File: src/verilog/platform_pkg.sv
// bus widths, address map and register offsets shared by the peripheral platform
// imported by every RTL block and by the testbench
package platform_pkg;

    // bus widths
    localparam int ADDR_W = 32;
    localparam int DATA_W = 32;
    localparam int SEL_W  = DATA_W / 8;

    // slave indices into the decoder arrays
    localparam int NUM_SLAVES             = 3;
    localparam int RAM_SLAVE_INDEX        = 0;
    localparam int MTIMER_SLAVE_INDEX     = 1;
    localparam int LED_DRIVER_SLAVE_INDEX = 2;

    // a slave hits when the address anded with its mask equals its base
    localparam logic [ADDR_W-1:0] START_ADDRESS [NUM_SLAVES] = '{
        RAM_SLAVE_INDEX:        32'h0000_0000,
        MTIMER_SLAVE_INDEX:     32'h0001_0000,
        LED_DRIVER_SLAVE_INDEX: 32'h0002_0000
    };
    localparam logic [ADDR_W-1:0] MASK [NUM_SLAVES] = '{
        RAM_SLAVE_INDEX:        32'hFFFF_0000,
        MTIMER_SLAVE_INDEX:     32'hFFFF_0000,
        LED_DRIVER_SLAVE_INDEX: 32'hFFFF_0000
    };

    // mtimer register offsets inside its window
    localparam logic [ADDR_W-1:0] MTIME_LO_OFS    = 32'h0000_0000;
    localparam logic [ADDR_W-1:0] MTIME_HI_OFS    = 32'h0000_0004;
    localparam logic [ADDR_W-1:0] MTIMECMP_LO_OFS = 32'h0000_0008;
    localparam logic [ADDR_W-1:0] MTIMECMP_HI_OFS = 32'h0000_000C;

    // replace the bytes of old_word that sel enables
    function automatic logic [DATA_W-1:0] merge_bytes(
        input logic [DATA_W-1:0] old_word,
        input logic [DATA_W-1:0] new_word,
        input logic [SEL_W-1:0]  sel
    );
        logic [DATA_W-1:0] merged;
        merged = old_word;
        for (int b = 0; b < SEL_W; b++) begin
            if (sel[b]) begin
                merged[8*b +: 8] = new_word[8*b +: 8];
            end
        end
        return merged;
    endfunction

endpackage: platform_pkg

File: src/verilog/wb_interconnect.sv
`timescale 1ns/1ps
// wishbone address decoder, one master to NUM_SLAVES slaves
// combinational request path with a registered err for unmapped requests
module wb_interconnect
import platform_pkg::*;
#(
    parameter int                NUM_SLAVES                 = platform_pkg::NUM_SLAVES,
    parameter logic [ADDR_W-1:0] START_ADDRESS [NUM_SLAVES] = platform_pkg::START_ADDRESS,
    parameter logic [ADDR_W-1:0] MASK [NUM_SLAVES]          = platform_pkg::MASK
)
(
    input  logic                  clk_i,
    input  logic                  arst_n_i,

    // master side
    input  logic                  wb_cyc_i,
    input  logic                  wb_stb_i,
    input  logic [ADDR_W-1:0]     wb_addr_i,
    output logic [DATA_W-1:0]     wb_rdata_o,
    output logic                  wb_ack_o,
    output logic                  wb_err_o,

    // slave side
    output logic [NUM_SLAVES-1:0] slv_stb_o,
    input  logic [NUM_SLAVES-1:0] slv_ack_i,
    input  logic [DATA_W-1:0]     slv_rdata_i [NUM_SLAVES]
);

    localparam int IDX_W = (NUM_SLAVES > 1) ? $clog2(NUM_SLAVES) : 1;

    logic                  req;
    logic [NUM_SLAVES-1:0] match;
    logic                  hit;
    logic [IDX_W-1:0]      hit_idx;
    logic [IDX_W-1:0]      sel_q;
    logic                  err_q;

    assign req = wb_cyc_i & wb_stb_i;

    // one compare per address window
    always_comb begin
        for (int i = 0; i < NUM_SLAVES; i++) begin
            match[i] = ((wb_addr_i & MASK[i]) == START_ADDRESS[i]);
        end
    end

    assign hit = |match;

    // index of the matching window
    always_comb begin
        hit_idx = '0;
        for (int i = 0; i < NUM_SLAVES; i++) begin
            if (match[i]) begin
                hit_idx = IDX_W'(i);
            end
        end
    end

    // strobe the slaves whose window matches
    assign slv_stb_o = req ? match : '0;

    // select held for the return path, err for misses
    always_ff @(posedge clk_i or negedge arst_n_i) begin
        if (!arst_n_i) begin
            sel_q <= '0;
            err_q <= 1'b0;
        end else begin
            if (req && hit) begin
                sel_q <= hit_idx;
            end
            // one err pulse per unmapped request
            err_q <= req & ~hit & ~err_q;
        end
    end

    // return path from the selected slave
    assign wb_ack_o   = slv_ack_i[sel_q];
    assign wb_err_o   = err_q;
    // zero data on err
    assign wb_rdata_o = err_q ? '0 : slv_rdata_i[sel_q];

    // overlapping windows would strobe two slaves
    a_stb_onehot0: assert property (
        @(posedge clk_i) disable iff (!arst_n_i)
        $onehot0(slv_stb_o)
    ) else $error("more than one slave strobed");

    // slave ack and decoder err are exclusive
    a_ack_err_excl: assert property (
        @(posedge clk_i) disable iff (!arst_n_i)
        !(wb_ack_o && wb_err_o)
    ) else $error("ack and err high together");

endmodule: wb_interconnect

File: config.mk
export PLATFORM = sky130hd
export DESIGN_NAME = wb_interconnect
export DESIGN_NICKNAME = d
export VERILOG_FILES = /design/src/verilog/platform_pkg.sv /design/src/verilog/wb_interconnect.sv
export SDC_FILE = /design/constraint.sdc
export NUM_CORES = 1
export LEC_CHECK = 0
export BUFFER_PORTS_ARGS = -buffer_cell sky130_fd_sc_hd__buf_2
export CORE_AREA = 2 2 66 68
export CTS_CLUSTER_SIZE = 20
export DETAILED_ROUTE_END_ITERATION = 6
export DIE_AREA = 0 0 68 70
export HOLD_SLACK_MARGIN = 0.03
export PLACE_DENSITY = 0.85
export SYNTH_ARGS = -nofsm -noshare
export SYNTH_HDL_FRONTEND = slang
export SYNTH_SLANG_ARGS = --single-unit
export TNS_END_PERCENT = 5
File: constraint.sdc
create_clock -name clk_i -period 3.9 [get_ports clk_i]
set_input_delay 0.585 -clock clk_i [delete_from_list [all_inputs] [get_ports clk_i]]
set_output_delay 0.585 -clock clk_i [all_outputs]
set_load 0.01 [all_outputs]
# Word-level counts from Yosys, hierarchy flattened
# Index checks and enable logic that the tools add are counted.
# word_totals
ff_bits	3
word_cells	24
input_bits	135
# classes
n_reduce_logical	3
muxes	9
eq_ne	2
magnitude_cmp	2
bitwise	6
# op_table
operator	n
$mux W32	3
$bmux W32 S2	1
$logic_not A32 Y1	1
$eq A16 B1 Y1 const B	1
$eq A16 B2 Y1 const B	1
$and A1 B1 Y1	3
$ge A3 B3 Y1 const B	1
$lt A2 B3 Y1 const B	1
$mux W3	1
$not A2 Y3	1
$reduce_or A3 Y1	1
$bmux W1 S2	1
$mux W1	2
$mux W2	1
$not A1 Y1	2
$logic_and A1 B1 Y1	1

# Depth between registers and ports, before layout
# depth
word_depth	5
depth_mapped	6
mapped_depth_nobuf	4

# Worst setup path before layout
# Ideal clock, no wire load.
# synth_path
path_type	input port to output port
startpoint	input port wb_addr_i[22]
endpoint	output port slv_stb_o[0]
required_time_ns	3.315
path_slack_ns	1.886
arrival_time_ns	1.429
cell_stages	4
path_cell_list	nor4_2 nand4_1 or2_4 nor2_1
# synth_via
elab_chain_cells	2
# synth_rtl
item	line	text
from (decl)	wb_interconnect.sv:18	input logic [ADDR_W-1:0] wb_addr_i,
$logic_not A32 Y1	wb_interconnect.sv:43	match[i] = ((wb_addr_i & MASK[i]) == START_ADDRESS[i]);
$mux W3	wb_interconnect.sv:60	assign slv_stb_o = req ? match : '0;
to (decl)	wb_interconnect.sv:24	output logic [NUM_SLAVES-1:0] slv_stb_o,
# No other way between the ends.

# Final worst setup path
# layout_path
startpoint	register sel_q[0]
endpoint	output port wb_rdata_o[12]
# layout_via
elab_chain_cells	5
# layout_rtl
item	line	text
from (decl)	wb_interconnect.sv:35	logic [IDX_W-1:0] sel_q;
from (signal assigned)	wb_interconnect.sv:69	sel_q <= hit_idx;
$not A2 Y3 (implied by the code)	wb_interconnect.sv:80	assign wb_rdata_o = err_q ? '0 : slv_rdata_i[sel_q];
$bmux W32 S2	wb_interconnect.sv:80	
$mux W32 (implied by the code) (2 in series)	wb_interconnect.sv:80	
$mux W32	wb_interconnect.sv:80	
to (decl)	wb_interconnect.sv:19	output logic [DATA_W-1:0] wb_rdata_o,
# No other way between the ends. The select of a mux whose other input is x is not followed.

==> summary.txt <==
critical path startpoint category -> flip-flop
Setup Buffers After CTS -> 0
Post-CTS Resized -> 0
overall routing resource usage -> 16.9%
final clock skew -> 0 ns
Setup WS post-layout -> 1.18 ns
Post-Synthesis Cells -> 170
Initial Util -> 25.0%
CTS Buf Count -> 3
first-pass GRT wire length -> 6400 um
CTS tree -> yes
# rows -> 24
initial antenna violation count -> 0
clock-pin slew on the worst setup and hold paths -> 0.03 ns
DP HPWL -> 3370 um
Top Family by Delay on Critical Path -> flip-flops
# nets final -> 451
die area -> 0.00476 mm2
Hold Path Class -> input pin to asynchronous set/reset pin
1st-iter DRT viols -> 42
crit path max fanout -> 35
DRC Markers -> 0
Max-Cap Viols -> 0
vias in the first global route -> 1555
pwr dens -> 143 mW/mm2
clk_lat worst skew -> 0.22 ns
slew margin rel. -> 27.4%
status -> finished clean
Final Hold Vio Count -> 0
pre-CTS setup slack -> 1.39 ns
yosys warns -> 0
Ports -> 172
Crit Path Category -> flip-flop to primary output
Critical Path End Type -> primary output
gp weighted congestion -> 0.763
Peak Freq -> 368 MHz
Worst Tran Pin Value -> 1.09 ns
period utilization -> 69.7%
die width -> 68 um
wire length per cell -> 11.7 um
Inst Count DP -> 363
total number of vias -> 1719
Post-Layout Cell Count -> 367
Setup TNS Final -> 0 ns
Critical Path AT -> 2.13 ns
# clock sinks -> 3
most common cell after layout, fill and taps aside -> buf_2
wirelength, routed -> 4290 um
Slowest-stage cell, CP -> dfrtp_2
Net Count, Synth -> 305
Seq/Total Area, Yosys -> 7.25%
Via-to-Cell Ratio -> 4.68
layout cells sized above 1 -> 53.0%
largest net degree at the start of global routing -> 36
CTS root buf -> clkbuf_8
RSZ-0062 raised after global routing -> no
Die Ht -> 70 um
Syn Area/Cell -> 6.09 um2
core area -> 0.00414 mm2
Leak -> 1.28 nW
gr ovfl total -> 0
n_diodes -> 0
Power Total -> 0.000266 W
most frequent cells in the layout -> buf_2, nor2_1, mux2i_1, a21oi_1, clkbuf_8
Synth Register Bits -> 3
CP Data Required Time -> 3.31 ns
synthesized cell area -> 0.00104 mm2
clk buf depth -> 2
# port buffers -> 155
final setup fails -> 0
Max Transition Viols Final -> 0
final worst path period need -> 2.72 ns
htree depth -> 1
# hold bufs at CTS -> 0
WP buf/inv -> 2
area grow syn2layout -> 79.7%
maximum vdd drop -> 0.124 mV
Pre-antenna DRT Iters -> 4
CP Cell Sequence -> nor2b_2 > buf_4 > a21oi_1 > nor2_1 > buf_2
Routed Antenna Nets -> 0
CP max stage delay -> 1.02 ns
synth unique cells -> 21
-- power breakdown --
part	internal, W	total [W]	switching [W]
sequential	0.0000318	0.0000376	0.00000576
combinational	0.0000769	0.000137	0.0000602
clock	0.0000698	0.0000918	0.0000220
-- per-stage QoR --
| step | hold slack (ns) | cell area [um2] | util, % |
|---|---|---|---|
| after global placement | 0.381 | 1820 | 43.8 |
| after CTS | 0.154 | 1860 | 44.9 |
| after global routing | 0.152 | 1860 | 44.9 |
| after detailed placement | 0.385 | 1820 | 43.8 |
| final | 0.155 | 1860 | 44.9 |
| after floorplan | 0.289 | 1040 | - |
-- registers in the layout (all words and copies together), names as in the netlist --
| name | flops |
|---|---|
| sel_q | 2 |
| wb_err_o | 1 |
-- synthesized netlist by cell type --
cell	number	area share [%]
and2_1	1	0.60
nand4_1	2	1.2
nor2b_1	1	0.60
nor4_4	1	2.1
nand2_1	2	0.72
mux2i_1	33	32
o21a_1	1	0.72
dfrtp_1	3	7.2
clkbuf_1	5	1.8
nor4_2	2	2.4
buf_2	6	2.9
nor4bb_1	1	0.97
nor3_1	1	0.48
buf_4	3	2.2
o21ai_0	1	0.48
a21oi_2	1	0.85
or2_4	1	0.85
inv_1	2	0.72
buf_1	2	0.72
a21oi_1	33	16
nor2_1	68	25
-- final timing paths --
check	cells after the start	endpoint	from	slack (ns)
max	5	wb_rdata_o[12]	sel_q[0]	1.18
min	1	wb_err_o	arst_n_i	0.16
max reg2reg	2	sel_q[0]	sel_q[0]	2.51
min reg2reg	2	sel_q[1]	sel_q[1]	0.87
max in group asynchronous	1	sel_q[0]	arst_n_i	3.63
min in group clk_i	3	wb_err_o	wb_stb_i	0.61
-- cell families (layout without fill, tap and decap cells) --
kind of cell	count (synthesis)	after routing	synth area share [%]
simple gates	80	80	34.5
buf+inv	18	163	8.33
compound gates	36	36	18.0
mux	33	33	31.9
flops	3	3	7.25
-- routing by layer --
layer  track usage, %  vias up  wire, um
met2             32.7      100      2160
met4             6.67        0        93
met3             2.09       11       432
met1             17.4      743      1610
met5                0        -         0
li1                 -      865         -
-- layout make-up --
type	instances	area, um2
multi-input combinational	149	877
tap	52	65.1
inverter	2	7.51
clock buffer	4	45.0
fill	431	2280
sequential	3	76.3
timing repair buffer	157	791
(Power assumes the default switching activity.)
