$ cat src/verilog/platform_pkg.sv
// bus widths, address map and register offsets shared by the peripheral platform
// imported by every RTL block and by the testbench
package platform_pkg;

    // bus widths
    localparam int ADDR_W = 32;
    localparam int DATA_W = 32;
    localparam int SEL_W  = DATA_W / 8;

    // slave indices into the decoder arrays
    localparam int NUM_SLAVES             = 3;
    localparam int RAM_SLAVE_INDEX        = 0;
    localparam int MTIMER_SLAVE_INDEX     = 1;
    localparam int LED_DRIVER_SLAVE_INDEX = 2;

    // a slave hits when the address anded with its mask equals its base
    localparam logic [ADDR_W-1:0] START_ADDRESS [NUM_SLAVES] = '{
        RAM_SLAVE_INDEX:        32'h0000_0000,
        MTIMER_SLAVE_INDEX:     32'h0001_0000,
        LED_DRIVER_SLAVE_INDEX: 32'h0002_0000
    };
    localparam logic [ADDR_W-1:0] MASK [NUM_SLAVES] = '{
        RAM_SLAVE_INDEX:        32'hFFFF_0000,
        MTIMER_SLAVE_INDEX:     32'hFFFF_0000,
        LED_DRIVER_SLAVE_INDEX: 32'hFFFF_0000
    };

    // mtimer register offsets inside its window
    localparam logic [ADDR_W-1:0] MTIME_LO_OFS    = 32'h0000_0000;
    localparam logic [ADDR_W-1:0] MTIME_HI_OFS    = 32'h0000_0004;
    localparam logic [ADDR_W-1:0] MTIMECMP_LO_OFS = 32'h0000_0008;
    localparam logic [ADDR_W-1:0] MTIMECMP_HI_OFS = 32'h0000_000C;

    // replace the bytes of old_word that sel enables
    function automatic logic [DATA_W-1:0] merge_bytes(
        input logic [DATA_W-1:0] old_word,
        input logic [DATA_W-1:0] new_word,
        input logic [SEL_W-1:0]  sel
    );
        logic [DATA_W-1:0] merged;
        merged = old_word;
        for (int b = 0; b < SEL_W; b++) begin
            if (sel[b]) begin
                merged[8*b +: 8] = new_word[8*b +: 8];
            end
        end
        return merged;
    endfunction

endpackage: platform_pkg

$ cat src/verilog/mtimer.sv
`timescale 1ns/1ps
// machine timer slave, 64-bit mtime and mtimecmp as word pairs on the bus
// timer_irq_o is a registered level while mtime >= mtimecmp
module mtimer
import platform_pkg::*;
(
    input  logic              clk_i,
    input  logic              arst_n_i,

    input  logic              stb_i,
    input  logic              we_i,
    input  logic [ADDR_W-1:0] addr_i,
    input  logic [SEL_W-1:0]  sel_i,
    input  logic [DATA_W-1:0] wdata_i,
    output logic [DATA_W-1:0] rdata_o,
    output logic              ack_o,

    output logic              timer_irq_o
);

    logic [63:0]       mtime_q;
    logic [63:0]       mtimecmp_q;
    logic [1:0]        reg_sel;
    logic              access;
    logic              wr;
    logic              ack_q;
    logic              irq_q;
    logic [DATA_W-1:0] rdata_q;

    // word offset within the window
    assign reg_sel = addr_i[3:2];
    // one action per request
    assign access  = stb_i & ~ack_q;
    assign wr      = access & we_i;

    // mtime free runs, a write replaces the increment on that edge
    always_ff @(posedge clk_i or negedge arst_n_i) begin
        if (!arst_n_i) begin
            mtime_q <= '0;
        end else if (wr && (reg_sel == MTIME_LO_OFS[3:2])) begin
            mtime_q[31:0] <= merge_bytes(mtime_q[31:0], wdata_i, sel_i);
        end else if (wr && (reg_sel == MTIME_HI_OFS[3:2])) begin
            mtime_q[63:32] <= merge_bytes(mtime_q[63:32], wdata_i, sel_i);
        end else begin
            mtime_q <= mtime_q + 64'd1;
        end
    end

    // all ones at reset so nothing is pending
    always_ff @(posedge clk_i or negedge arst_n_i) begin
        if (!arst_n_i) begin
            mtimecmp_q <= '1;
        end else if (wr && (reg_sel == MTIMECMP_LO_OFS[3:2])) begin
            mtimecmp_q[31:0] <= merge_bytes(mtimecmp_q[31:0], wdata_i, sel_i);
        end else if (wr && (reg_sel == MTIMECMP_HI_OFS[3:2])) begin
            mtimecmp_q[63:32] <= merge_bytes(mtimecmp_q[63:32], wdata_i, sel_i);
        end
    end

    // read data captured with the request
    always_ff @(posedge clk_i) begin
        if (access) begin
            case (reg_sel)
                MTIME_LO_OFS[3:2]:    rdata_q <= mtime_q[31:0];
                MTIME_HI_OFS[3:2]:    rdata_q <= mtime_q[63:32];
                MTIMECMP_LO_OFS[3:2]: rdata_q <= mtimecmp_q[31:0];
                default:              rdata_q <= mtimecmp_q[63:32];
            endcase
        end
    end

    // ack and interrupt
    always_ff @(posedge clk_i or negedge arst_n_i) begin
        if (!arst_n_i) begin
            ack_q <= 1'b0;
            irq_q <= 1'b0;
        end else begin
            ack_q <= access;
            irq_q <= (mtime_q >= mtimecmp_q);
        end
    end

    assign ack_o       = ack_q;
    assign rdata_o     = rdata_q;
    assign timer_irq_o = irq_q;

    // quiet right after reset, relies on the mtimecmp reset value
    a_irq_low_after_reset: assert property (
        @(posedge clk_i)
        $rose(arst_n_i) |-> !timer_irq_o ##1 !timer_irq_o
    ) else $error("timer irq pending after reset");

endmodule: mtimer

$ cat config.mk
export PLATFORM = sky130hd
export DESIGN_NAME = mtimer
export DESIGN_NICKNAME = d
export VERILOG_FILES = /design/src/verilog/platform_pkg.sv /design/src/verilog/mtimer.sv
export SDC_FILE = /design/constraint.sdc
export NUM_CORES = 1
export LEC_CHECK = 0
export BUFFER_PORTS_ARGS = -buffer_cell sky130_fd_sc_hd__clkbuf_2
export CORE_MARGIN = 2
export CORE_UTILIZATION = 55
export CTS_CLUSTER_SIZE = 14
export DETAILED_ROUTE_END_ITERATION = 16
export HOLD_SLACK_MARGIN = 0.02
export PLACE_DENSITY = 0.75
export REMOVE_ABC_BUFFERS = 1
export SLEW_MARGIN = 5
export SYNTH_ARGS = -nofsm -noshare
export SYNTH_HDL_FRONTEND = slang
export SYNTH_SLANG_ARGS = --single-unit
$ cat constraint.sdc
create_clock -name clk_i -period 7.5 [get_ports clk_i]
set_clock_uncertainty 0.1 [all_clocks]
set_input_delay 0.375 -clock clk_i [delete_from_list [all_inputs] [get_ports clk_i]]
set_output_delay 0.375 -clock clk_i [all_outputs]
set_load 0.005 [all_outputs]
Word level (Yosys, flattened, before mapping)
Index checks and enable logic that the tools add are counted.

storage, ports and cells
  bits in registers = 162
  output and inout port bits = 34
  logic and storage cells = 67

cells by class
  add/sub/neg operators = 1
  order comparisons = 1
  eq/ne operators = 12
  multiplexer cells = 8
  bitwise logic cells = 5
  reductions and logical operators = 21

operators by type and width
  operator               count
  $mux 32                3
  $pmux 32 s3            1
  $add 64x1->64 const B  1
  $ge 64x64->1           1
  $mux 8                 4
  $reduce_and 2->1       12
  $ne 2x2->1 const B     9
  $reduce_and 3->1       4
  $eq 2x2->1 const B     2
  $logic_and 1x1->1      4
  $not 1->1              3
  $and 1x1->1            2
  $eq 2x1->1 const B     1
  $logic_not 2->1        1

Logic depth before layout (Yosys ltp)
  depth after elaboration = 6
  mapped depth = 9
  depth with buffers taken out = 8

Worst setup path before layout
No wires, ideal clock.

  kind = reg-to-reg
  from = reg ack_q, in the netlist ack_o
  to = reg mtimecmp_q[14]
  setup time = 79 ps
  arrival = 3091 ps
  setup slack = 4230 ps
  cell stages (with the launch flop) = 9
  buffers on the path = 2
  period minus slack after synthesis = 3270 ps
  cells stage by stage = dfrtp_1 nor2b_1 nand3_1 nor2_1 and2_1 clkbuf_1 clkbuf_1 nand2_1 o21ai_0

between the ends
  longest elaborated chain between the ends = 5

ends and longest elaborated chain
  element                     RTL line      source
  start, declared             mtimer.sv:26  logic ack_q;
  start signal, assigned      mtimer.sv:78  ack_q <= access;
  $not 1->1                   mtimer.sv:33  assign access = stb_i & ~ack_q;
  $and 1x1->1                 mtimer.sv:33
  net access                  mtimer.sv:24  logic access;
  $and 1x1->1                 mtimer.sv:34  assign wr = access & we_i;
  $logic_and 1x1->1           mtimer.sv:53  end else if (wr && (reg_sel == MTIMECMP_LO_OFS[3:2])) begin
  $reduce_and 2->1 (no line)  --
  end signal, assigned        mtimer.sv:54  mtimecmp_q[31:0] <= merge_bytes(mtimecmp_q[31:0], wdata_i, sel_i);
  end, declared               mtimer.sv:22  logic [63:0] mtimecmp_q;

The timed path passes the listed nets, and every way through them passes these cells.
A chain may end at the register's enable or synchronous reset.

Worst setup path after layout
  from = reg ack_q, in the netlist ack_o
  to = reg mtimecmp_q[34]

between the ends
  longest elaborated chain between the ends = 6
  elaborated cells between the ends (all ways) = 7
  those cells by class = bitwise (4); reduce/logical (3)

ends and longest elaborated chain
  element                         RTL line      source
  $not 1->1 (*)                   mtimer.sv:33
  $and 1x1->1 (*)                 mtimer.sv:33
  net access                      mtimer.sv:24
  $and 1x1->1 (*)                 mtimer.sv:34
  $logic_and 1x1->1               mtimer.sv:53
  $not 1->1 (no line)             --
  $reduce_and 3->1 (no line) (*)  --
  end signal, assigned            mtimer.sv:56  mtimecmp_q[63:32] <= merge_bytes(mtimecmp_q[63:32], wdata_i, sel_i);

The timed path passes the listed nets; every way through them passes the cells marked *.

==> flow_summary.ini <==
[global_routing]
grt_use_total_pct = 29.5
overflow = 0
grt_pass1_vias = 7971
grt_max_degree = 71
grt_antenna_before_repair = 0
grt_first_pass_wirelength_mm = 42.5

[setup_path]
reg2reg_slack_ps = 4210
worstSetupPathType = register to register
arrival_ps = 3540
r2r_cells = 5
start_kind = register
end_kind = register
crit_fanout = 34
max_stage_delay_ps = 900
crit_chain = nor2b_4 -> nand3_1 -> nor2_1 -> nand2_1 -> mux2_2
r2r-end = mtimecmp_q[34]
timing.rr.start = ack_o
cp_slowest_cell = nor2b_4
required_ps = 7750

[detailed_routing]
wl_per_cell_um = 20.3
ant_nets = 0
routed-via-count = 8356
via_per_inst = 6.42
wl_met3_mm = 2.19
drt-initial-drc-count = 1092
dr.max_layer_used = met4
drt-met1-wl_mm = 11.1
wl_met2_mm = 12.5
first_pass_iters = 8
wl_mm = 26.4
drc_errors = 0

[pwr]
peakVddDrop_v = 0.000198
p_leak_nw = 4.61
power_mw = 3.33
p_per_area_nw_per_um2 = 301

[finish]
fin_util_pct = 63.6
area_growth_syn_to_layout_pct = 12.5
instances_no_fill = 1302
stdcell_area_sq_um = 11100
drive_gt1_share_pct = 23.4
n_antenna_cell = 0
final_nets = 1201

[logic_synthesis]
netlist_instances = 1003
synthDistinctLibCells = 63
yosys_most_used_dff = dfrtp_1
avgSynthCellArea_sq_um = 9.81
synth_area_sq_um = 9840
synth_top_cells_by_area = dfstp_2 17%, dfrtp_1 17%, edfxtp_1 9.8%, ha_1 8.3%, mux4_2 7.3%
yosysWarnings = 0
synth-async-reset-ratio_pct = 80.2
synth-seq-area-share_pct = 43.7
synth.largest_area_cell = dfstp_2
synth_edf_count = 32
synth-seq-cells = 162
synth_top_area_share_pct = 17.1

[sta]
setup_viol = 0
max_freq_ghz = 0.304
period_needed_ps = 3290
finalSetupTns_ps = 0
worst_pin_slew_ps = 1170
hold_ws_ps = -18.4
timing.final.crit_share_pct = 43.8
slew_violations = 0
rsz0062_at_grt = false
max_slew_margin_pct = 21.8
hold_viol_final = 19
layout_setup_ws_ps = 4210

[placed_design]
gp_congestion = 0.898
portBuffers = 75
dp_hpwl_mm = 18.4
dp_cells = 1270
place_ws_ps = 4120
dpl_cell_area_sq_um = 10400

[min_path]
min_path_type = input pin to async pin

[clock_network]
cts_max_level = 4
cts-buffers-inserted = 17
insertion_delay_ps = 440
cts.sinks = 162
cts_tree = yes
clk_pin_slew_ps = 60
hold_buffers = 0
clock_path_buffers = 2
cts-root-buf = clkbuf_16
post_cts_resized = 0
post-cts-setup-buffers = 0

[job]
maxCapViolations = 0

[floorplan]
start_util_pct = 56.5
ioPinCount = 106
core_area_sq_um = 17400
die_h_um = 138
dieArea_sq_um = 19000
num_rows = 48
die_w_um = 138

[status]
violations = negative hold slack
run_status = complete, but fails checks
-- layer usage --
metal / GRT usage (%) / vias up
met4: 10.7 / 0
met1: 40.6 / 4066
met2: 46.1 / 399
li1: - / 3842
met3: 6.77 / 49
met5: 0 / -
-- cell usage after synthesis (all sizes together), types with 4 or more instances --
master,instances
nand2,109
nor2,84
a21oi,76
inv,75
o21ai,72
dfrtp,66
ha,65
dfstp,64
nand3,46
edfxtp,32
mux2,32
mux4,32
nor3,32
clkbuf,24
nand4,22
a21o,15
buf,15
a211oi,14
nor4,14
o22ai,11
and3,8
or3,8
a22oi,7
a311oi,7
a211o,6
a31oi,6
and4,6
nand2b,5
o211ai,4
o32ai,4
or2,4
-- state kept, by name, summed over array words and instances (netlist names) --
signal / count
timer_irq_o: 1
mtimecmp_q: 64
mtime_q: 64
ack_o: 1
rdata_o: 32
-- critical path: cells and delay by family (launching register included) --
family / cells / cell delay (ps)
multiplexers: 1 / 390
flip-flops: 1 / 450
AND/OR/NAND/NOR: 4 / 2260
-- final cells by class --
cell class                      instances  area, sq um
Inverter                               75          282
Timing Repair Buffer                   81          423
Fill cell                            1418         6350
Sequential cell                       162         4290
Multi-Input combinational cell        727         5130
Clock inverter                         12          205
Tap cell                              225          282
Clock buffer                           20          457
-- placed cells by master (no fill, tap or decap), types with 32 or more instances in the layout --
| cell | count |
|---|---|
| o21ai_0 | 69 |
| nor2_1 | 84 |
| nor3_1 | 32 |
| clkbuf_2 | 74 |
| nand3_1 | 46 |
| a21oi_1 | 76 |
| mux4_2 | 32 |
| inv_1 | 75 |
| edfxtp_1 | 32 |
| ha_1 | 65 |
| dfstp_2 | 64 |
| nand2_1 | 109 |
| dfrtp_1 | 66 |
| mux2_2 | 32 |
-- worst max-delay path by stage --
stage / startpoint / to / cells past startpoint
3_5_place_dp: addr_i[3] / mtime_q[24] / 8
5_1_grt: ack_o / mtimecmp_q[33] / 5
6_report: ack_o / mtimecmp_q[34] / 5
4_1_cts: ack_o / mtimecmp_q[34] / 5
3_3_place_gp: stb_i / mtimecmp_q[34] / 6
2_1_floorplan: ack_o / mtime_q[26] / 5
-- report_power, final --
group / leakage [nW] / switching, mW / internal, mW / total [mW]
Combinational: 2.57 / 0.492 / 0.430 / 0.922
Sequential: 1.72 / 0.242 / 1.18 / 1.42
Clock: 0.316 / 0.373 / 0.610 / 0.983
-- kinds of logic after synthesis --
group                      Yosys count  synth area share, %
xor gates and xnor gates             3                0.267
DFF                                162                 43.7
muxes                               65                 11.1
and+or+nand+nor                    348                 16.9
adders and majority gates           65                 8.27
AOI/OAI and AO/OA                  246                 15.3
buffers and inverters              114                 4.49
No activity file was read; power rests on OpenSTA's default activity.
