[src/verilog/platform_pkg.sv]
// bus widths, address map and register offsets shared by the peripheral platform
// imported by every RTL block and by the testbench
package platform_pkg;

    // bus widths
    localparam int ADDR_W = 32;
    localparam int DATA_W = 32;
    localparam int SEL_W  = DATA_W / 8;

    // slave indices into the decoder arrays
    localparam int NUM_SLAVES             = 3;
    localparam int RAM_SLAVE_INDEX        = 0;
    localparam int MTIMER_SLAVE_INDEX     = 1;
    localparam int LED_DRIVER_SLAVE_INDEX = 2;

    // a slave hits when the address anded with its mask equals its base
    localparam logic [ADDR_W-1:0] START_ADDRESS [NUM_SLAVES] = '{
        RAM_SLAVE_INDEX:        32'h0000_0000,
        MTIMER_SLAVE_INDEX:     32'h0001_0000,
        LED_DRIVER_SLAVE_INDEX: 32'h0002_0000
    };
    localparam logic [ADDR_W-1:0] MASK [NUM_SLAVES] = '{
        RAM_SLAVE_INDEX:        32'hFFFF_0000,
        MTIMER_SLAVE_INDEX:     32'hFFFF_0000,
        LED_DRIVER_SLAVE_INDEX: 32'hFFFF_0000
    };

    // mtimer register offsets inside its window
    localparam logic [ADDR_W-1:0] MTIME_LO_OFS    = 32'h0000_0000;
    localparam logic [ADDR_W-1:0] MTIME_HI_OFS    = 32'h0000_0004;
    localparam logic [ADDR_W-1:0] MTIMECMP_LO_OFS = 32'h0000_0008;
    localparam logic [ADDR_W-1:0] MTIMECMP_HI_OFS = 32'h0000_000C;

    // replace the bytes of old_word that sel enables
    function automatic logic [DATA_W-1:0] merge_bytes(
        input logic [DATA_W-1:0] old_word,
        input logic [DATA_W-1:0] new_word,
        input logic [SEL_W-1:0]  sel
    );
        logic [DATA_W-1:0] merged;
        merged = old_word;
        for (int b = 0; b < SEL_W; b++) begin
            if (sel[b]) begin
                merged[8*b +: 8] = new_word[8*b +: 8];
            end
        end
        return merged;
    endfunction

endpackage: platform_pkg

[src/verilog/led_driver.sv]
`timescale 1ns/1ps
// eight-bit LED status register on the wishbone bus
// low byte of a write with sel bit 0 loads the LEDs, reads return it zero-extended
module led_driver
import platform_pkg::*;
(
    input  logic              clk_i,
    input  logic              arst_n_i,

    input  logic              stb_i,
    input  logic              we_i,
    input  logic [SEL_W-1:0]  sel_i,
    input  logic [DATA_W-1:0] wdata_i,
    output logic [DATA_W-1:0] rdata_o,
    output logic              ack_o,

    output logic [7:0]        led_status_o
);

    logic       access;
    logic       ack_q;
    logic [7:0] led_q;

    // address ignored, whole window maps to the one register
    assign access = stb_i & ~ack_q;

    always_ff @(posedge clk_i or negedge arst_n_i) begin
        if (!arst_n_i) begin
            ack_q <= 1'b0;
            led_q <= '0;
        end else begin
            ack_q <= access;
            // only the low byte lane counts
            if (access && we_i && sel_i[0]) begin
                led_q <= wdata_i[7:0];
            end
        end
    end

    assign ack_o        = ack_q;
    // register is live, so read data is ready with the ack
    assign rdata_o      = {{(DATA_W-8){1'b0}}, led_q};
    assign led_status_o = led_q;

endmodule: led_driver

[config.mk]
export PLATFORM = sky130hd
export DESIGN_NAME = led_driver
export DESIGN_NICKNAME = d
export VERILOG_FILES = /design/src/verilog/platform_pkg.sv /design/src/verilog/led_driver.sv
export SDC_FILE = /design/constraint.sdc
export NUM_CORES = 1
export LEC_CHECK = 0
export ABC_AREA = 0
export BUFFER_PORTS_ARGS = -buffer_cell sky130_fd_sc_hd__buf_2
export CAP_MARGIN = 20
export CORE_MARGIN = 1
export CORE_UTILIZATION = 30
export CTS_BUF_LIST = sky130_fd_sc_hd__clkbuf_16
export CTS_CLUSTER_SIZE = 14
export DETAILED_ROUTE_END_ITERATION = 10
export HOLD_SLACK_MARGIN = 0.08
export PLACE_DENSITY_LB_ADDON = 0.05
export SYNTH_ARGS = -nofsm -noshare
export SYNTH_HDL_FRONTEND = slang
export SYNTH_SLANG_ARGS = --single-unit
export TNS_END_PERCENT = 5
[constraint.sdc]
create_clock -name clk_i -period 1.21 [get_ports clk_i]
set_clock_uncertainty 0.1 [all_clocks]
set_input_delay 0.3025 -clock clk_i [delete_from_list [all_inputs] [get_ports clk_i]]
set_output_delay 0.3025 -clock clk_i [all_outputs]
set_load 0.02 [all_outputs]
-- Word-level counts from Yosys, hierarchy flattened
Cells that the tools add are included.
W data, S select, Z words.
- flip-flop bits (word level): 9
- input port bits: 40
- output and inout bits: 41
- logic and storage cells: 6
- bitwise gates (word level): 2
- reduce and logical (&&, ||, !) cells: 2
- operators with widths (operator ; number):
    $logic_and A1 B1 Y1 ; 2
    $and A1 B1 Y1 ; 1
    $not A1 Y1 ; 1

-- Depth between registers and ports, before layout
Gate-level depths: netlist (run 1).
- depth in word-level cells: 4
- gate-level depth with buffers: 2
- mapped depth without buffers: 2

-- Least setup slack after synthesis (run 1)
Ideal clock, no wire load.
- kind: register to register
- from: register ack_q (netlist: ack_o)
- to: register led_q[0] (netlist: led_status_o[0])
- arrival time: 1.004 ns
- path slack: -0.018 ns
- stages on the path, launching flop included: 3
- clock period less this slack: 1.228 ns
- path through: dfrtp_1 -> nand4b_4 -> mux2_2
- cells in the longest elaborated chain, start to end: 4
- RTL lines (what ; RTL line ; source):
    from (decl) ; led_driver.sv:21 ; logic ack_q;
    from (signal assigned) ; led_driver.sv:32 ; ack_q <= access;
    $not A1 Y1 ; led_driver.sv:25 ; assign access = stb_i & ~ack_q;
    $and A1 B1 Y1 ; led_driver.sv:25 ;
    $logic_and A1 B1 Y1 (2 in series) ; led_driver.sv:34 ; if (access && we_i && sel_i[0]) begin
    to (signal assigned) ; led_driver.sv:35 ; led_q <= wdata_i[7:0];
    to (decl) ; led_driver.sv:22 ; logic [7:0] led_q;
Every way passes these cells.
A chain may end at the register's enable or synchronous reset.

-- Worst setup path in the final report (run 1)
Same ends and word-level chain as after synthesis.

==> results of run 1 <==
## worst register-to-register path, cell delays in order (launching register included)
cell,delay (ns)
dfrtp_2,0.40
nand4b_4,0.26
mux2_2,0.33
## what timing repair did
item / 4_1_cts / 5_1_grt
hold buffers: 1 / 0
setup endpoints to repair: 9 / 9
setup buffers: 0 / 0
resized for setup: 0 / 0
endpoints found under the hold margin: 9 / 0
pin swaps: 0 / 0
## metal layers
metal	vias up	global-route usage (%)
li1	159	-
met1	151	8.61
met2	33	11.1
met3	0	6.27
met4	0	5.29
met5	-	0
## registers in the layout, summed over array words and instances (netlist names)
name / cells
led_status_o: 8
ack_o: 1
## area by class of cell
| cell class | count | area (um2) |
|---|---|---|
| timing repair buffer | 30 | 155 |
| tap | 25 | 31.3 |
| clock inverter | 1 | 3.75 |
| clock buffer | 3 | 75.1 |
| fill | 194 | 1080 |
| multi-input combinational | 34 | 210 |
| sequential | 9 | 226 |
## placed cells by master, fill, tap and decap left out, drive strengths merged
cell type	Yosys	layout
clkbuf	0	3
nor2b	1	1
buf	32	29
inv	0	1
mux2	8	8
dlygate4sd3	0	1
conb	1	24
nand4b	1	1
dfrtp	9	9
## kinds of logic (layout without fill, tap and decap cells)
| kind of cell | Yosys count | after routing |
|---|---|---|
| buffers and inverters | 32 | 34 |
| flip-flops | 9 | 9 |
| multiplexers | 8 | 8 |
| other | 1 | 24 |
| AND/OR/NAND/NOR | 2 | 2 |
## cells in the mapped netlist
| library cell | instances | area, um2 |
|---|---|---|
| nand4b_4 | 1 | 23.8 |
| dfrtp_1 | 9 | 225 |
| nor2b_1 | 1 | 6.26 |
| conb_1 | 1 | 3.75 |
| mux2_2 | 8 | 90.1 |
| buf_4 | 32 | 240 |
## power groups by stage
stage                     clock network [mW]  registers, mW  logic, mW
after global placement                     0          0.409      0.448
after global routing                   0.602          0.415      0.480
after floorplan                            0          0.491      0.354
after CTS                              0.591          0.408      0.451
final                                  0.571          0.405      0.446
after detailed placement                   0          0.410      0.446
## how the worst max path moves through the flow
stage                     slack [ns]              end  start  depth (start not counted)
after floorplan                 0.02  led_status_o[0]  ack_o                          2
after global placement         -0.02  led_status_o[4]  ack_o                          2
after detailed placement       -0.02  led_status_o[0]  ack_o                          2
after CTS                      -0.04  led_status_o[0]  ack_o                          2
after global routing           -0.07  led_status_o[0]  ack_o                          2
final                         -0.002  led_status_o[0]  ack_o                          2
## stage by stage
stage	setup slack [ns]	hold slack (ns)
after detailed placement	-0.0158	0.0664
after floorplan	0.0193	-0.0931
after global placement	-0.0222	0.0684
after CTS	-0.0366	0.196
after global routing	-0.0729	0.202
final	-0.00192	0.201
==> impl_results.md, run 1 <==
- Largest net degree at the start of global routing: 10
- Final min period: 1.21 ns
- Reg-to-Reg Start: ack_o
- Sequential share of the synthesized area: 38.2%
- Num CTS Buffers: 3
- Final Setup Violations: 1
- Reg2reg setup slack: -0.002 ns
- Fin util: 39.4%
- Initial DRC Count: 0
- Post-Synth XOR/XNOR Area: 0%
- Simple-Gate Fraction of Synth Area: 5.10%
- Die area: 0.00215 mm2
- Setup tns final: -0.00192 ns
- Status: complete, but fails checks
- Via density: 3.36
- Worst Path Buf+Inv: 0
- Wire length on met1: 333 um
- Total GRT Usage: 8.16%
- Final Hold Vio Count: 0
- Failing checks: negative setup slack
- Drt pass-1 iters: 1
- Crit-path leading delay family: flip-flops
- Min-Delay Path Class: in2reg
- NumNets Final: 118
- Crit-path slowest cell: dfrtp_2
- DP Cell Count: 97
- Largest family of logic cells by synthesized area: buffers and inverters
- Max incr delay on CP: 0.40 ns
- DRT antenna net count: 0
- H-tree levels: 1
- Clock Tree Buf Depth: 2
- Cells after Synth: 52
- Clock-pin slew on the worst setup and hold paths: 0.04 ns
- Met3 Wirelength: 93 um
- I/O pins: 81
- Startpoint class of the critical path: flip-flop
- Power Internal: 947 uW
- Sw Ratio: 33.4%
- CTS Sinks: 9
- Pwr Density: 2030 mW/mm2
- IO Port Bufs: 29
- Drc violations: 0
- Non-filler cells, final: 102
- DRT Wirelength: 815 um
- Worst-path maximum fanout: 8
- VDD IR max: 0.000753 V
- First-pass GRT wire length: 1.06 mm
- Mux cell area share after synthesis: 15.3%
- Max layer used: met3
- Wire per inst: 7.99 um
- RSZ-0062 raised after global routing: true
- Synth Area in Compound Gates: 0%
- Die Ht: 46.3 um
- Initial core utilization: 33.1%
- Initial antenna violation count: 0
- Synthesized flop and latch total: 9
- Final WS setup: -0.00192 ns
- Sequential share of power: 28.5%
- Final Instance Area: 702 um2
- Worst reg2reg path endpoint: led_status_o[0]
- CP cell instances: nand4b_4 -> mux2_2
- Final Max Tran Viols: 0
- Cell row count: 15
- TritonCTS clock tree: yes
- P&R area growth vs syn: 19.1%
- Root Buffer: clkbuf_16
- DP Wirelength: 618 um
- Tcrit/Tclk final: 100%
- Element type at the critical path end: flip-flop
- Layout cell share with drive strength beyond 1: 54.5%
- Post-synthesis adder-cell area fraction: 0%
- Comb pwr share: 31.3%
- Mapped Area: 589 um2
- Pleak: 0.401 nW
- Clock power frac: 40.2%
- YS warnings: 0
- Die width: 46.3 um
- Total grt overflow: 0
- Vias in the first global route: 234
- Wire length on met2: 388 um
- F_max: 825 MHz
- Core area: 0.00178 mm2
- Global placement routability congestion: 0.596
- WP data arrival: 1.22 ns
- CP Class: reg2reg
- Vias: 343
- Placed cell areas: 613 um2
- Worst r2r path cells: 2
- Worst path required time: 1.22 ns
- Worst Hold Path Cells: 2
- HP Start: wdata_i[6]
- Max cap viols: 0
- Hold worst-path end: led_status_o[6]
- Clk Latency, worst-skew pair: 0.23 ns
- Switching pwr: 475 uW
- Syn_area_per_cell: 11.3 um2
- Synth unique cells: 6
- Antenna diodes: 0
- Total power: 1.42 mW
(Power assumes the default switching activity.)
==> run 2: changes to the inputs <==
--- a/config.mk
+++ b/config.mk
@@ -14,6 +14,7 @@
 export CTS_CLUSTER_SIZE = 14
 export DETAILED_ROUTE_END_ITERATION = 10
 export HOLD_SLACK_MARGIN = 0.08
+export MAX_ROUTING_LAYER = met4
 export PLACE_DENSITY_LB_ADDON = 0.05
 export SYNTH_ARGS = -nofsm -noshare
 export SYNTH_HDL_FRONTEND = slang
==> constraint.sdc (replaced) <==
create_clock -name clk_i -period 1.21 [get_ports clk_i]
set_clock_uncertainty 0.1 [all_clocks]
set_input_delay 0.3025 -clock clk_i [delete_from_list [all_inputs] [get_ports clk_i]]
set_output_delay 0.3025 -clock clk_i [all_outputs]
set_load 0.005 [all_outputs]
==> run 2 against run 1 <==
Compared with the run above: the run now ends clean; critical path depth unchanged; sequential share of layout area decreased by 0.12 points; via count increased by 3.8%; flip-flop and latch count unchanged; clock power decreased by 1%; fmax increased by 0.77%; worst setup slack improved by 0.0092 ns; first-iteration DRC count increased by 2; combinational power decreased by 45%; hold slack improved by 0.0020 ns.
==> impl_results.md, run 2 (synthesis results as in run 1) <==
- Reg2reg setup slack: 0.007 ns (about the same)
- Antenna diodes: 0 (unchanged)
- Die Ht: 46.3 um (unchanged)
- Global placement routability congestion: 0.540 (-9.4%)
- Worst reg2reg path endpoint: led_status_o[7]
- Via density: 3.49 (+3.8%)
- Max reg flops: 8 (unchanged)
- Drt pass-1 iters: 2 (+1)
- Routing usage on met1: 10.1% (+1.5 points)
- First-pass GRT wire length: 1.15 mm (+8.5%)
- Clock power frac: 46.5% (+6.3 points)
- Die width: 46.3 um (unchanged)
- Startpoint class of the critical path: flip-flop
- Cell row count: 15 (unchanged)
- Core area: 0.00178 mm2 (unchanged)
- DRT Wirelength: 775 um (-4.9%)
- Num CTS Buffers: 3 (unchanged)
- P&R area growth vs syn: 18.9%
- Min-Delay Path Class: in2reg
- RSZ-0062 raised after global routing: true
- Worst r2r path cells: 2 (unchanged)
- Hold Slack: 0.203 ns (+0.00196 ns)
- CP Class: reg2reg
- Element type at the critical path end: flip-flop
- Final min period: 1.20 ns (-0.00924 ns)
- Setup tns final: 0 ns (+0.00192 ns)
- Initial antenna violation count: 0 (unchanged)
- Initial core utilization: 33.1% (unchanged)
- Tcrit/Tclk final: 99.4% (-0.76 points)
- Layout cell share with drive strength beyond 1: 53.2% (-1.3 points)
- Postcts setup bufs: 0 (unchanged)
- Pwr Density: 1730 mW/mm2 (-14%)
- NumNets Final: 118 (unchanged)
- Root Buffer: clkbuf_16
- H-tree levels: 1 (unchanged)
- Total GRT Usage: 8.75% (+0.59 points)
- VDD IR max: 0.000719 V (-4.5%)
- Wire per inst: 7.60 um (-4.9%)
- I/O pins: 81 (unchanged)
- Comb pwr share: 20.3% (-11 points)
- Largest net degree at the start of global routing: 10 (unchanged)
- Final Hold Vio Count: 0 (unchanged)
- Most frequent cells in the layout: buf_2, conb_1, dfrtp_1
- DP Wirelength: 646 um (+4.6%)
- Clock Tree Buf Depth: 2 (unchanged)
- Post_cts resized: 0 (unchanged)
- Most common cell after layout, fill and taps aside: buf_2
- WP data arrival: 1.21 ns (about the same)
- Final Setup Violations: 0 (-1)
- Fillcell total: 198 (+2.1%)
- GRT Max-Usage Layer: met2
- Critical Path End: led_status_o[7]
- Max cap viols: 0 (unchanged)
- Drc violations: 0 (unchanged)
- GR Layer Usage met3: 3.53% (-2.7 points)
- Vias: 356 (+3.8%)
- Reg-to-Reg Start: ack_o
- Total grt overflow: 0 (unchanged)
- Initial DRC Count: 2 (+2)
- Sequential share of power: 33.3% (+4.8 points)
- Status: complete, no violations
- Setup crit start: ack_o
- Clk Latency, worst-skew pair: 0.23 ns (about the same)
- Switching pwr: 274 uW (-42%)
- Power Internal: 942 uW (-0.53%)
- Sw Ratio: 22.5% (-11 points)
- Clock-pin slew on the worst setup and hold paths: 0.04 ns (about the same)
- IO Port Bufs: 29 (unchanged)
- TritonCTS clock tree: yes
- CTS Sinks: 9 (unchanged)
- Worst path required time: 1.22 ns (about the same)
- Met2 GRT Util: 10.8% (-0.28 points)
- Die area: 0.00215 mm2 (unchanged)
- Worst-path maximum fanout: 8 (unchanged)
- Final Max Tran Viols: 0 (unchanged)
- Vias in the first global route: 248 (+6.0%)
- F_max: 831 MHz (+0.77%)
- Pleak: 0.402 nW (+0.31%)
- DRT antenna net count: 0 (unchanged)
run 2: cell counts in the layout (fill, tap and decap cells not counted):
Identical to the previous run, type by type.
run 2: how the worst min path moves through the flow:
stage,startpoint,cells after the start,end
6_report,wdata_i[1],2,led_status_o[1]
5_1_grt,wdata_i[3],2,led_status_o[3]
4_1_cts,wdata_i[6],2,led_status_o[6]
3_5_place_dp,arst_n_i,1,led_status_o[6]
3_3_place_gp,arst_n_i,1,led_status_o[6]
2_1_floorplan,arst_n_i,0,ack_o
run 2: routing by layer:
metal | up-vias | part of all wire [%]
li1 | 162 | -
met1 | 165 | 42
met2 | 29 | 48
met3 | 0 | 9.4
met4 | 0 | 0
met5 | - | 0
run 2: worst max-delay path: stages, from the launching register on:
cell	delay, ns
dfrtp_1	0.39
nand4b_4	0.27
mux2_2	0.32
run 2: repair_timing:
item,CTS,global route
cloned,0,0
setup endpoints to repair,8,8
hold buffers,1,0
endpoints found under the hold margin,9,0
run 2: final cells by class:
class / instances / area [um2] / share of cell area (%)
sequential: 9 / 225 / 32.1
clock inverter: 1 / 3.75 / 0.536
multi-input combinational: 34 / 210 / 30.0
timing repair buffer: 30 / 155 / 22.1
tap: 25 / 31.3 / 4.46
clock buffer: 3 / 75.1 / 10.7
run 2: per-stage QoR:
stage | worst slack [ns] | std cells | instance area [um2] | utilization [%] | power [mW]
2_1_floorplan | 0.0843 | 75 | 676 | - | 0.645
5_1_grt | -0.0527 | 102 | 701 | 39.3 | 1.30
3_3_place_gp | -0.00589 | 97 | 612 | 34.3 | 0.659
6_report | 0.00731 | 102 | 701 | 39.3 | 1.22
3_5_place_dp | 0.00213 | 97 | 612 | 34.3 | 0.658
4_1_cts | -0.0201 | 102 | 701 | 39.3 | 1.23
run 2: power groups by stage:
stage / Clock [mW] / Sequential, mW / Combinational [mW]
floorplan: 0 / 0.417 / 0.228
global placement: 0 / 0.409 / 0.250
detailed placement: 0 / 0.410 / 0.248
CTS: 0.573 / 0.407 / 0.250
global route: 0.602 / 0.416 / 0.281
finish: 0.565 / 0.404 / 0.246
